==> src/hdl/yuv_pkg.sv <==
// rgb to yuv shared types

package yuv_pkg;

    typedef struct packed {
        logic [7:0] r;
        logic [7:0] g;
        logic [7:0] b;
    } rgb_pixel_t;

    typedef struct packed {
        logic [7:0] y;
        logic [7:0] u;
        logic [7:0] v;
    } yuv_pixel_t;

    // weights of one output component
    typedef struct packed {
        logic [7:0] r_w;
        logic [7:0] g_w;
        logic [7:0] b_w;
    } coef_triple_t;

    localparam coef_triple_t y_coef_default = '{
        r_w: 8'd66,
        g_w: 8'd129,
        b_w: 8'd25
    };

    // r and g terms are subtracted for u
    localparam coef_triple_t u_coef_default = '{
        r_w: 8'd38,
        g_w: 8'd74,
        b_w: 8'd112
    };

    // g and b terms are subtracted for v
    localparam coef_triple_t v_coef_default = '{
        r_w: 8'd112,
        g_w: 8'd94,
        b_w: 8'd18
    };

    localparam logic [15:0] round_offset = 16'd128; // half lsb of the output byte

endpackage
==> src/hdl/rgb2yuv.sv <==
// rgb to yuv converter top
`timescale 1ns/10ps

module rgb2yuv #(
    parameter yuv_pkg::coef_triple_t y_coef = yuv_pkg::y_coef_default,
    parameter yuv_pkg::coef_triple_t u_coef = yuv_pkg::u_coef_default,
    parameter yuv_pkg::coef_triple_t v_coef = yuv_pkg::v_coef_default
) (
    input  logic                clk,
    input  logic                rst_n,
    input  yuv_pkg::rgb_pixel_t in_pixel,
    input  logic                in_valid,
    output logic                in_ready,
    output yuv_pkg::yuv_pixel_t out_pixel,
    output logic                out_valid,
    input  logic                out_ready
);

    logic        load_s1;
    logic [15:0] y_sum;
    logic [15:0] u_sum;
    logic [15:0] v_sum;

    luma_path #(.coef(y_coef)) u_luma (
        .clk     (clk),
        .rst_n   (rst_n),
        .load_s1 (load_s1),
        .pixel   (in_pixel),
        .y_sum   (y_sum)
    );

    chroma_path #(
        .u_coef (u_coef),
        .v_coef (v_coef)
    ) u_chroma (
        .clk     (clk),
        .rst_n   (rst_n),
        .load_s1 (load_s1),
        .pixel   (in_pixel),
        .u_sum   (u_sum),
        .v_sum   (v_sum)
    );

    yuv_output_stage u_out (
        .clk       (clk),
        .rst_n     (rst_n),
        .in_valid  (in_valid),
        .in_ready  (in_ready),
        .load_s1   (load_s1),
        .y_sum     (y_sum),
        .u_sum     (u_sum),
        .v_sum     (v_sum),
        .out_pixel (out_pixel),
        .out_valid (out_valid),
        .out_ready (out_ready)
    );

endmodule

==> src/hdl/yuv_output_stage.sv <==
// pipeline control and output register
`timescale 1ns/10ps

module yuv_output_stage (
    input  logic                clk,
    input  logic                rst_n,
    input  logic                in_valid,
    output logic                in_ready,
    output logic                load_s1,
    input  logic [15:0]         y_sum,
    input  logic [15:0]         u_sum,
    input  logic [15:0]         v_sum,
    output yuv_pkg::yuv_pixel_t out_pixel,
    output logic                out_valid,
    input  logic                out_ready
);

    logic s1_valid; // path registers hold a pixel
    logic advance;

    // stage 1 moves when the output slot is free or draining
    assign advance  = s1_valid && (!out_valid || out_ready);
    assign in_ready = !s1_valid || advance;
    assign load_s1  = in_valid && in_ready;

    always_ff @(posedge clk or negedge rst_n) begin
        if (!rst_n) begin
            s1_valid <= 1'b0;
        end else if (load_s1) begin
            s1_valid <= 1'b1;
        end else if (advance) begin
            s1_valid <= 1'b0;
        end
    end

    always_ff @(posedge clk or negedge rst_n) begin
        if (!rst_n) begin
            out_valid <= 1'b0;
        end else if (advance) begin
            out_valid <= 1'b1;
        end else if (out_ready) begin
            out_valid <= 1'b0; // taken downstream
        end
    end

    // upper bytes of the sums form the output pixel
    always_ff @(posedge clk or negedge rst_n) begin
        if (!rst_n) begin
            out_pixel <= '0;
        end else if (advance) begin
            out_pixel.y <= y_sum[15:8];
            out_pixel.u <= u_sum[15:8];
            out_pixel.v <= v_sum[15:8];
        end
    end

endmodule

==> src/hdl/chroma_path.sv <==
// chroma u and v weighted sums
`timescale 1ns/10ps

module chroma_path #(
    parameter yuv_pkg::coef_triple_t u_coef = yuv_pkg::u_coef_default,
    parameter yuv_pkg::coef_triple_t v_coef = yuv_pkg::v_coef_default
) (
    input  logic                clk,
    input  logic                rst_n,
    input  logic                load_s1,
    input  yuv_pkg::rgb_pixel_t pixel,
    output logic [15:0]         u_sum,
    output logic [15:0]         v_sum
);

    logic [15:0] r_u_prod, g_u_prod, b_u_prod;
    logic [15:0] r_v_prod, g_v_prod, b_v_prod;
    logic [15:0] u_next;
    logic [15:0] v_next;

    // u products
    const_mult8 #(.coef(u_coef.r_w)) u_mult_r_u (
        .a (pixel.r),
        .p (r_u_prod)
    );

    const_mult8 #(.coef(u_coef.g_w)) u_mult_g_u (
        .a (pixel.g),
        .p (g_u_prod)
    );

    const_mult8 #(.coef(u_coef.b_w)) u_mult_b_u (
        .a (pixel.b),
        .p (b_u_prod)
    );

    // v products
    const_mult8 #(.coef(v_coef.r_w)) u_mult_r_v (
        .a (pixel.r),
        .p (r_v_prod)
    );

    const_mult8 #(.coef(v_coef.g_w)) u_mult_g_v (
        .a (pixel.g),
        .p (g_v_prod)
    );

    const_mult8 #(.coef(v_coef.b_w)) u_mult_b_v (
        .a (pixel.b),
        .p (b_v_prod)
    );

    // modulo 2^16, negative sums wrap
    assign u_next = b_u_prod - r_u_prod - g_u_prod + yuv_pkg::round_offset;
    assign v_next = r_v_prod - g_v_prod - b_v_prod + yuv_pkg::round_offset;

    always_ff @(posedge clk or negedge rst_n) begin
        if (!rst_n) begin
            u_sum <= 16'd0;
            v_sum <= 16'd0;
        end else if (load_s1) begin
            u_sum <= u_next;
            v_sum <= v_next;
        end
    end

endmodule

==> src/hdl/luma_path.sv <==
// luma weighted sum
`timescale 1ns/10ps

module luma_path #(
    parameter yuv_pkg::coef_triple_t coef = yuv_pkg::y_coef_default
) (
    input  logic                clk,
    input  logic                rst_n,
    input  logic                load_s1,
    input  yuv_pkg::rgb_pixel_t pixel,
    output logic [15:0]         y_sum
);

    logic [15:0] r_prod;
    logic [15:0] g_prod;
    logic [15:0] b_prod;
    logic [15:0] sum_next;

    const_mult8 #(.coef(coef.r_w)) u_mult_r (
        .a (pixel.r),
        .p (r_prod)
    );

    const_mult8 #(.coef(coef.g_w)) u_mult_g (
        .a (pixel.g),
        .p (g_prod)
    );

    const_mult8 #(.coef(coef.b_w)) u_mult_b (
        .a (pixel.b),
        .p (b_prod)
    );

    assign sum_next = r_prod + g_prod + b_prod + yuv_pkg::round_offset; // wraps at 16 bits

    always_ff @(posedge clk or negedge rst_n) begin
        if (!rst_n) begin
            y_sum <= 16'd0;
        end else if (load_s1) begin
            y_sum <= sum_next;
        end
    end

endmodule

==> src/hdl/const_mult8.sv <==
// constant coefficient multiplier
`timescale 1ns/10ps

module const_mult8 #(
    parameter logic [7:0] coef = 8'd1
) (
    input  logic [7:0]  a,
    output logic [15:0] p
);

    logic [15:0] pp      [8];
    logic [15:0] sum_row [1:7];
    logic [15:0] cry_row [1:7];
    logic [15:0] maj     [1:7];

    genvar i;

    // one partial product row per coef bit
    generate
        for (i = 0; i < 8; i++) begin : g_pp
            assign pp[i] = coef[i] ? ({8'd0, a} << i) : 16'd0;
        end
    endgenerate

    // first row is a half adder
    assign sum_row[1] = pp[0] ^ pp[1];
    assign maj[1]     = pp[0] & pp[1];
    assign cry_row[1] = {maj[1][14:0], 1'b0};

    // carry-save rows fold in one more partial product each
    generate
        for (i = 2; i < 8; i++) begin : g_csa
            assign sum_row[i] = sum_row[i-1] ^ cry_row[i-1] ^ pp[i];
            assign maj[i]     = (sum_row[i-1] & cry_row[i-1])
                              | (sum_row[i-1] & pp[i])
                              | (cry_row[i-1] & pp[i]);
            assign cry_row[i] = {maj[i][14:0], 1'b0}; // carries move up one column
        end
    endgenerate

    // final ripple add of sum and carry vectors
    always_comb begin
        logic carry;
        carry = 1'b0;
        for (int k = 0; k < 16; k++) begin
            p[k]  = sum_row[7][k] ^ cry_row[7][k] ^ carry;
            carry = (sum_row[7][k] & cry_row[7][k])
                  | (sum_row[7][k] & carry)
                  | (cry_row[7][k] & carry);
        end
    end

endmodule

==> config.mk <==
export PLATFORM = sky130hd
export DESIGN_NAME = rgb2yuv
export DESIGN_NICKNAME = d
export VERILOG_FILES = /design/src/hdl/yuv_pkg.sv /design/src/hdl/rgb2yuv.sv /design/src/hdl/yuv_output_stage.sv /design/src/hdl/chroma_path.sv /design/src/hdl/luma_path.sv /design/src/hdl/const_mult8.sv
export SDC_FILE = /design/constraint.sdc
export NUM_CORES = 1
export LEC_CHECK = 0
export ABC_CLOCK_PERIOD_IN_PS = 2800
export BUFFER_PORTS_ARGS = -buffer_cell sky130_fd_sc_hd__buf_4
export CAP_MARGIN = 15
export CORE_MARGIN = 2
export CORE_UTILIZATION = 55
export CTS_CLUSTER_SIZE = 10
export DETAILED_ROUTE_END_ITERATION = 16
export GPL_TIMING_DRIVEN = 0
export PLACE_DENSITY = 0.85
export REMOVE_ABC_BUFFERS = 1
export SLEW_MARGIN = 15
export SYNTH_ARGS = -nofsm -noshare
export SYNTH_HDL_FRONTEND = slang
export SYNTH_SLANG_ARGS = --single-unit
==> constraint.sdc <==
create_clock -name clk -period 2.8 [get_ports clk]
set_clock_uncertainty 0.05 [all_clocks]
set_input_delay 0.14 -clock clk [delete_from_list [all_inputs] [get_ports clk]]
set_output_delay 0.14 -clock clk [all_outputs]
set_load 0.02 [all_outputs]
==> results.sh, run 1 <==
export IMPL_path_clk_slew_ps=70
export IMPL_floorplan_io_pins=54
export IMPL_global_route_wire_length_before_repair_um=45000
export IMPL_via_count_of_the_first_global_routing_pass=8577
export IMPL_detail_route_vias_per_cell=6.23
export IMPL_timing_final_crit_period_ps=6570
export IMPL_slew_limit_headroom_pct=49.4
export IMPL_cts_max_level=2
export IMPL_critical_path_max_stage_delay_ps=590
export IMPL_timing_fmax_mhz=152
export IMPL_synth_area_per_cell_um2=10.1
export IMPL_finalHoldViolCount=0
export IMPL_synthesized_instance_count=902
export IMPL_library_cell_occupying_the_most_area_in_the_post_synthesis_netlist="sky130_fd_sc_hd__ha_1"
export IMPL_tritoncts="done"
export IMPL_layout_cells_non_filler=1228
export IMPL_failed_checks="setup timing"
export IMPL_worstPathRequired_ps=2980
export IMPL_synth_cell_area_um2=9150
export IMPL_grt_setup_unrepaired="yes"
export IMPL_clock_sink_count=50
export IMPL_critical_path_most_common_cell="sky130_fd_sc_hd__inv_2"
export IMPL_grt_use_total_pct=33.4
export IMPL_final_setup_tns_ps=-54050
export IMPL_clk_insertion_delay_late_ps=290
export IMPL_outcome="complete, but fails checks"
export IMPL_drv_max_cap_violation_count=0
export IMPL_cts_buffers_inserted=5
export IMPL_finalNetCount=1394
export IMPL_report_final_slew_viol_count=0
export IMPL_synth_edf_count=0
export IMPL_layout_commonest_cell="sky130_fd_sc_hd__inv_1"
export IMPL_coreArea_um2=16400
export IMPL_areaGrowthSynthToFinish_pct=35.5
export IMPL_synthFlopType="sky130_fd_sc_hd__dfrtp_1"
export IMPL_final_cell_mix="191 x sky130_fd_sc_hd__inv_1, 171 x sky130_fd_sc_hd__ha_1, 91 x sky130_fd_sc_hd__ha_4"
export IMPL_sequential_cell_area_um2=1250
export IMPL_drt_iter0_drc=583
export IMPL_async_set_or_reset_register_ratio_after_synthesis_pct=100
export IMPL_cts_root_to_sink_buffers=2
export IMPL_synth_top_cell_area_share_pct=36.5
export IMPL_report_final_setup_viol=24
export IMPL_dpl_cell_count=1168
export IMPL_layout_drive_gt1_share_pct=37.1
export IMPL_n_fill_cell=881
export IMPL_wl_per_cell_um=25.1
export IMPL_synth_warnings=0
export IMPL_worstSetupPathType="in2reg"
export IMPL_ant_nets=0
export IMPL_multiInputGateArea_um2=8730
export IMPL_detail_route_drc_violations=0
export IMPL_ys_seq_area_share_pct=13.7
export IMPL_firstDrtPassIters=7
export IMPL_start_util_pct=55.7
export IMPL_yosys_cell_types_count=55
export IMPL_final_core_utilization_pct=75.5
export IMPL_cpMaxStageDelayCell="sky130_fd_sc_hd__fa_2"
export IMPL_dr_total_vias=7651
export IMPL_routed_wl_um=30900
export IMPL_worst_setup_path_end_kind="register"
export IMPL_portBuffers=53
export IMPL_worst_ep_arrival_ps=6760
export IMPL_die_x_um=133
export IMPL_detailedPlacementHpwl_um=16300
export IMPL_total_congestion_overflow_after_global_routing=0
export IMPL_synthesized_flop_and_latch_total=50
export IMPL_grt_start_max_net_pins=51
export IMPL_hp_class="in2reg"
export IMPL_fp_dieH_um=133
export IMPL_cts_root_buffer_cell="sky130_fd_sc_hd__clkbuf_16"
export IMPL_place_congestion=0.909
export IMPL_tightest_slew_ps=759
export IMPL_critical_path_peak_fanout=4
export IMPL_number_of_antenna_violations_at_the_first_check_in_global_routing=0
export IMPL_final_min_period_over_clock_period_pct=235
export IMPL_postLayoutSetupSlackWorst_ps=-3770
export IMPL_synth_area_top_cells="sky130_fd_sc_hd__ha_1 37%, sky130_fd_sc_hd__fa_1 20%, sky130_fd_sc_hd__dfrtp_1 14%"
export IMPL_die_outline_area_um2=17700
export IMPL_fp_row_count=47
export IMPL_antenna_cells=0
export IMPL_timing_critical_path_from_type="input pin"
[synth_stat cells (2+ instances only)]
cell                       instances
sky130_fd_sc_hd__xnor2_1          20
sky130_fd_sc_hd__o31ai_1           3
sky130_fd_sc_hd__nand3_1           9
sky130_fd_sc_hd__clkbuf_1          5
sky130_fd_sc_hd__fa_1             91
sky130_fd_sc_hd__a22o_1            2
sky130_fd_sc_hd__o21bai_1          2
sky130_fd_sc_hd__and2_1            3
sky130_fd_sc_hd__nand2b_1          5
sky130_fd_sc_hd__and3_1            4
sky130_fd_sc_hd__o21ai_0          20
sky130_fd_sc_hd__ha_1            267
sky130_fd_sc_hd__a21o_1            4
sky130_fd_sc_hd__a211o_1          19
sky130_fd_sc_hd__or4_1             3
sky130_fd_sc_hd__nand4_1           5
sky130_fd_sc_hd__o31a_1            2
sky130_fd_sc_hd__nand2_1          27
sky130_fd_sc_hd__a311oi_1          2
sky130_fd_sc_hd__o311ai_0          4
sky130_fd_sc_hd__xor2_1           18
sky130_fd_sc_hd__dfrtp_1          50
sky130_fd_sc_hd__inv_1           236
sky130_fd_sc_hd__a31oi_1           2
sky130_fd_sc_hd__mux2_2           25
sky130_fd_sc_hd__nor2_1            9
sky130_fd_sc_hd__nor3_1            6
sky130_fd_sc_hd__a21oi_1           9
sky130_fd_sc_hd__nand3b_1          2
sky130_fd_sc_hd__o21a_1            5
sky130_fd_sc_hd__nor4_1            5
sky130_fd_sc_hd__o21ai_1           2
sky130_fd_sc_hd__a211oi_1         12
sky130_fd_sc_hd__o211ai_1          3
[worst max-delay path: cells and delay by family]
kind / cells / cell delay [ps]
fa+ha+maj: 14 / 4610
simple gates: 4 / 1120
buf+inv: 10 / 590
compound gates: 1 / 170
xor+xnor: 1 / 130
[layout make-up]
class	count	area share, %
Multi-Input combinational cell	608	70.4
Sequential cell	50	10.1
Timing Repair Buffer	107	8.46
Inverter	236	7.41
Tap cell	220	2.22
Clock buffer	6	1.12
Clock inverter	1	0.242
[registers in the layout (all words and copies together) (netlist names)]
signal / cells
u_chroma.u_sum: 8
u_luma.y_sum: 8
u_out.out_valid: 1
u_out.out_pixel: 24
u_out.s1_valid: 1
u_chroma.v_sum: 8
[logic make-up after synthesis]
family	synth area share, %
muxes	3.08
and+or+nand+nor	5.10
adders and majority gates	56.5
AOI/OAI and AO/OA	7.98
buffers and inverters	10.1
DFF	13.7
xor gates and xnor gates	3.64
[worst paths after layout]
check	from	end	slack [ps]	cells past startpoint
min reg2reg	u_luma.y_sum[14]	u_luma.y_sum[14]	430	2
min	in_valid	u_out.s1_valid	4	2
min in group asynchronous	rst_n	u_out.s1_valid	360	2
max reg2reg	u_out.s1_valid	u_chroma.v_sum[15]	840	5
max	in_pixel[14]	u_chroma.v_sum[15]	-3770	30
max in group asynchronous	rst_n	u_chroma.u_sum[8]	1900	2
[metrics by stage]
stage | hold WS (ps) | setup WS, ps | instance area (µm²)
floorplan | -206 | -3780 | 9110
global placement | 152 | -4410 | 9780
detailed placement | 154 | -4520 | 9810
CTS | 7.59 | -3560 | 12000
global route | 11.4 | -3820 | 12400
finish | 4.48 | -3770 | 12400
[layer usage]
metal	track usage [%]	up-vias	part of all wire (%)
li1	-	3199	-
met1	34.2	3752	33
met2	60.0	467	50
met3	6.67	233	6.7
met4	25.3	0	11
met5	0	-	0
[repair_timing]
action	4_1_cts	5_1_grt
pin swaps	136	59
endpoints found under the hold margin	50	0
setup buffers	38	16
setup endpoints to repair	24	24
hold buffers	1	0
resized for setup	302	57
Power of run 1 is not shown: default switching activity piles up to over one toggle a cycle in this logic, so the estimate is an artifact.
==> run 2, diff against run 1 <==
--- a/config.mk
+++ b/config.mk
@@ -5,7 +5,7 @@
 export SDC_FILE = /design/constraint.sdc
 export NUM_CORES = 1
 export LEC_CHECK = 0
-export ABC_CLOCK_PERIOD_IN_PS = 2800
+export ABC_CLOCK_PERIOD_IN_PS = 7840
 export BUFFER_PORTS_ARGS = -buffer_cell sky130_fd_sc_hd__buf_4
 export CAP_MARGIN = 15
 export CORE_MARGIN = 2
==> constraint.sdc (replaced) <==
create_clock -name clk -period 7.84 [get_ports clk]
set_clock_uncertainty 0.05 [all_clocks]
set_input_delay 0.392 -clock clk [delete_from_list [all_inputs] [get_ports clk]]
set_output_delay 0.392 -clock clk [all_outputs]
set_load 0.02 [all_outputs]
==> results.sh, run 2 (synthesis gave the netlist of run 1 again) <==
export IMPL_hp_class="in2async"
export IMPL_clk_insertion_delay_late_ps=290
export IMPL_cts_buffers_inserted=5
export IMPL_total_non_filler_cell_area_in_the_finished_layout_um2=9980
export IMPL_portBuffers=53
export IMPL_dr_total_vias=6435
export IMPL_hold_buffers=0
export IMPL_slew_limit_headroom_pct=56.0
export IMPL_drv_max_cap_violation_count=0
export IMPL_finalHoldViolCount=0
export IMPL_n_fill_cell=1296
export IMPL_cts_root_to_sink_buffers=2
export IMPL_tritoncts="done"
export IMPL_antenna_cells=0
export IMPL_drt_iter0_drc=279
export IMPL_global_route_wire_length_before_repair_um=33300
export IMPL_final_core_utilization_pct=60.9
export IMPL_critical_path_peak_fanout=7
export IMPL_worstSetupPathType="in2reg"
export IMPL_areaGrowthSynthToFinish_pct=9.18
export IMPL_detailedPlacementHpwl_um=16300
export IMPL_tightest_slew_ps=660
export IMPL_report_final_slew_viol_count=0
export IMPL_max_flop_register="u_out.out_pixel"
export IMPL_firstDrtPassIters=4
export IMPL_via_count_of_the_first_global_routing_pass=6939
export IMPL_timing_fmax_mhz=136
export IMPL_layout_commonest_cell="sky130_fd_sc_hd__ha_1"
export IMPL_start_util_pct=55.7
export IMPL_layout_drive_gt1_share_pct=9.84
export IMPL_clock_sink_count=50
export IMPL_detail_route_drc_violations=0
export IMPL_die_x_um=133
export IMPL_floorplan_io_pins=54
export IMPL_worst_ep_arrival_ps=7540
export IMPL_detail_route_vias_per_cell=5.48
export IMPL_place_congestion=0.909
export IMPL_grt_setup_unrepaired="no"
export IMPL_post_cts_resized_instances=0
export IMPL_reg2reg_from="u_out.s1_valid"
export IMPL_postPlaceCellArea_um2=9810
export IMPL_cts_max_level=2
export IMPL_path_clk_slew_ps=70
export IMPL_timing_final_crit_period_ps=7370
export IMPL_cts_root_buffer_cell="sky130_fd_sc_hd__clkbuf_16"
export IMPL_final_cell_mix="267 x sky130_fd_sc_hd__ha_1, 236 x sky130_fd_sc_hd__inv_1, 91 x sky130_fd_sc_hd__fa_1"
export IMPL_setup_worst_path_start="in_pixel[15]"
export IMPL_wl_per_cell_um=16.8
export IMPL_number_of_antenna_violations_at_the_first_check_in_global_routing=0
export IMPL_total_congestion_overflow_after_global_routing=0
export IMPL_fp_dieH_um=133
export IMPL_critical_path_max_stage_delay_ps=560
export IMPL_final_min_period_over_clock_period_pct=94.0
export IMPL_max_ffs_per_register=24
export IMPL_timing_critical_path_from_type="input pin"
export IMPL_final_setup_tns_ps=0
export IMPL_finalNetCount=1341
export IMPL_fp_row_count=47
export IMPL_grt_use_total_pct=23.8
export IMPL_grt_start_max_net_pins=51
export IMPL_routed_wl_um=19700
export IMPL_outcome="completed"
export IMPL_cpMaxStageDelayCell="sky130_fd_sc_hd__fa_1"
export IMPL_critical_path_most_common_cell="sky130_fd_sc_hd__inv_1"
export IMPL_die_outline_area_um2=17700
export IMPL_postCtsSetupBuffers=0
export IMPL_worst_setup_path_end_kind="register"
export IMPL_report_final_setup_viol=0
export IMPL_coreArea_um2=16400
export IMPL_ant_nets=0
export IMPL_worstPathRequired_ps=8020
## run 2: changes by cell type in the layout (fill, tap and decap cells not counted), sizes merged
| cell | before | now |
|---|---|---|
| buf | 106 | 54 |
| dlygate4sd3 | 1 | 0 |
## run 2: cell type report
type	instances	area [µm²]	area share [%]
inverter	236	886	8.87
timing repair buffer	54	425	4.26
clock inverter	1	30.0	0.301
sequential	50	1250	12.5
multi-input combinational	608	6980	69.9
clock buffer	6	139	1.39
tap	220	275	2.76
## run 2: path summary, 6_finish.rpt
kind	slack, ps	cells past startpoint	to
max	470	30	u_chroma.v_sum[15]
min	70	1	u_out.s1_valid
max reg2reg	6010	5	u_chroma.v_sum[15]
min reg2reg	420	2	u_luma.y_sum[14]
max in group asynchronous	7240	1	u_chroma.u_sum[8]
min in group clk	260	2	u_out.s1_valid
## run 2: through the flow
stage | hold WS (ps) | setup WS (ps) | cells
3_5_place_dp | 406 | 269 | 1168
2_1_floorplan | 46.4 | 1000 | 894
4_1_cts | 98.0 | 461 | 1175
5_1_grt | 133 | 171 | 1175
3_3_place_gp | 404 | 379 | 1167
6_report | 74.4 | 473 | 1175
## run 2: critical path, delay by kind of cell
kind,cells,cell delay [ps]
XOR/XNOR,1,150
AND/OR/NAND/NOR,2,580
AO/OA/AOI/OAI,2,270
buffers and inverters,10,820
adder cells (fa/ha/maj),15,5320
## run 2: routing by layer
metal / track usage [%] / wire length [µm]
met4: 9.92 / 890
met3: 4.44 / 1140
met1: 27.9 / 7660
met2: 42.9 / 10000
met5: 0 / 0
Power of run 2 is left out for the same reason.
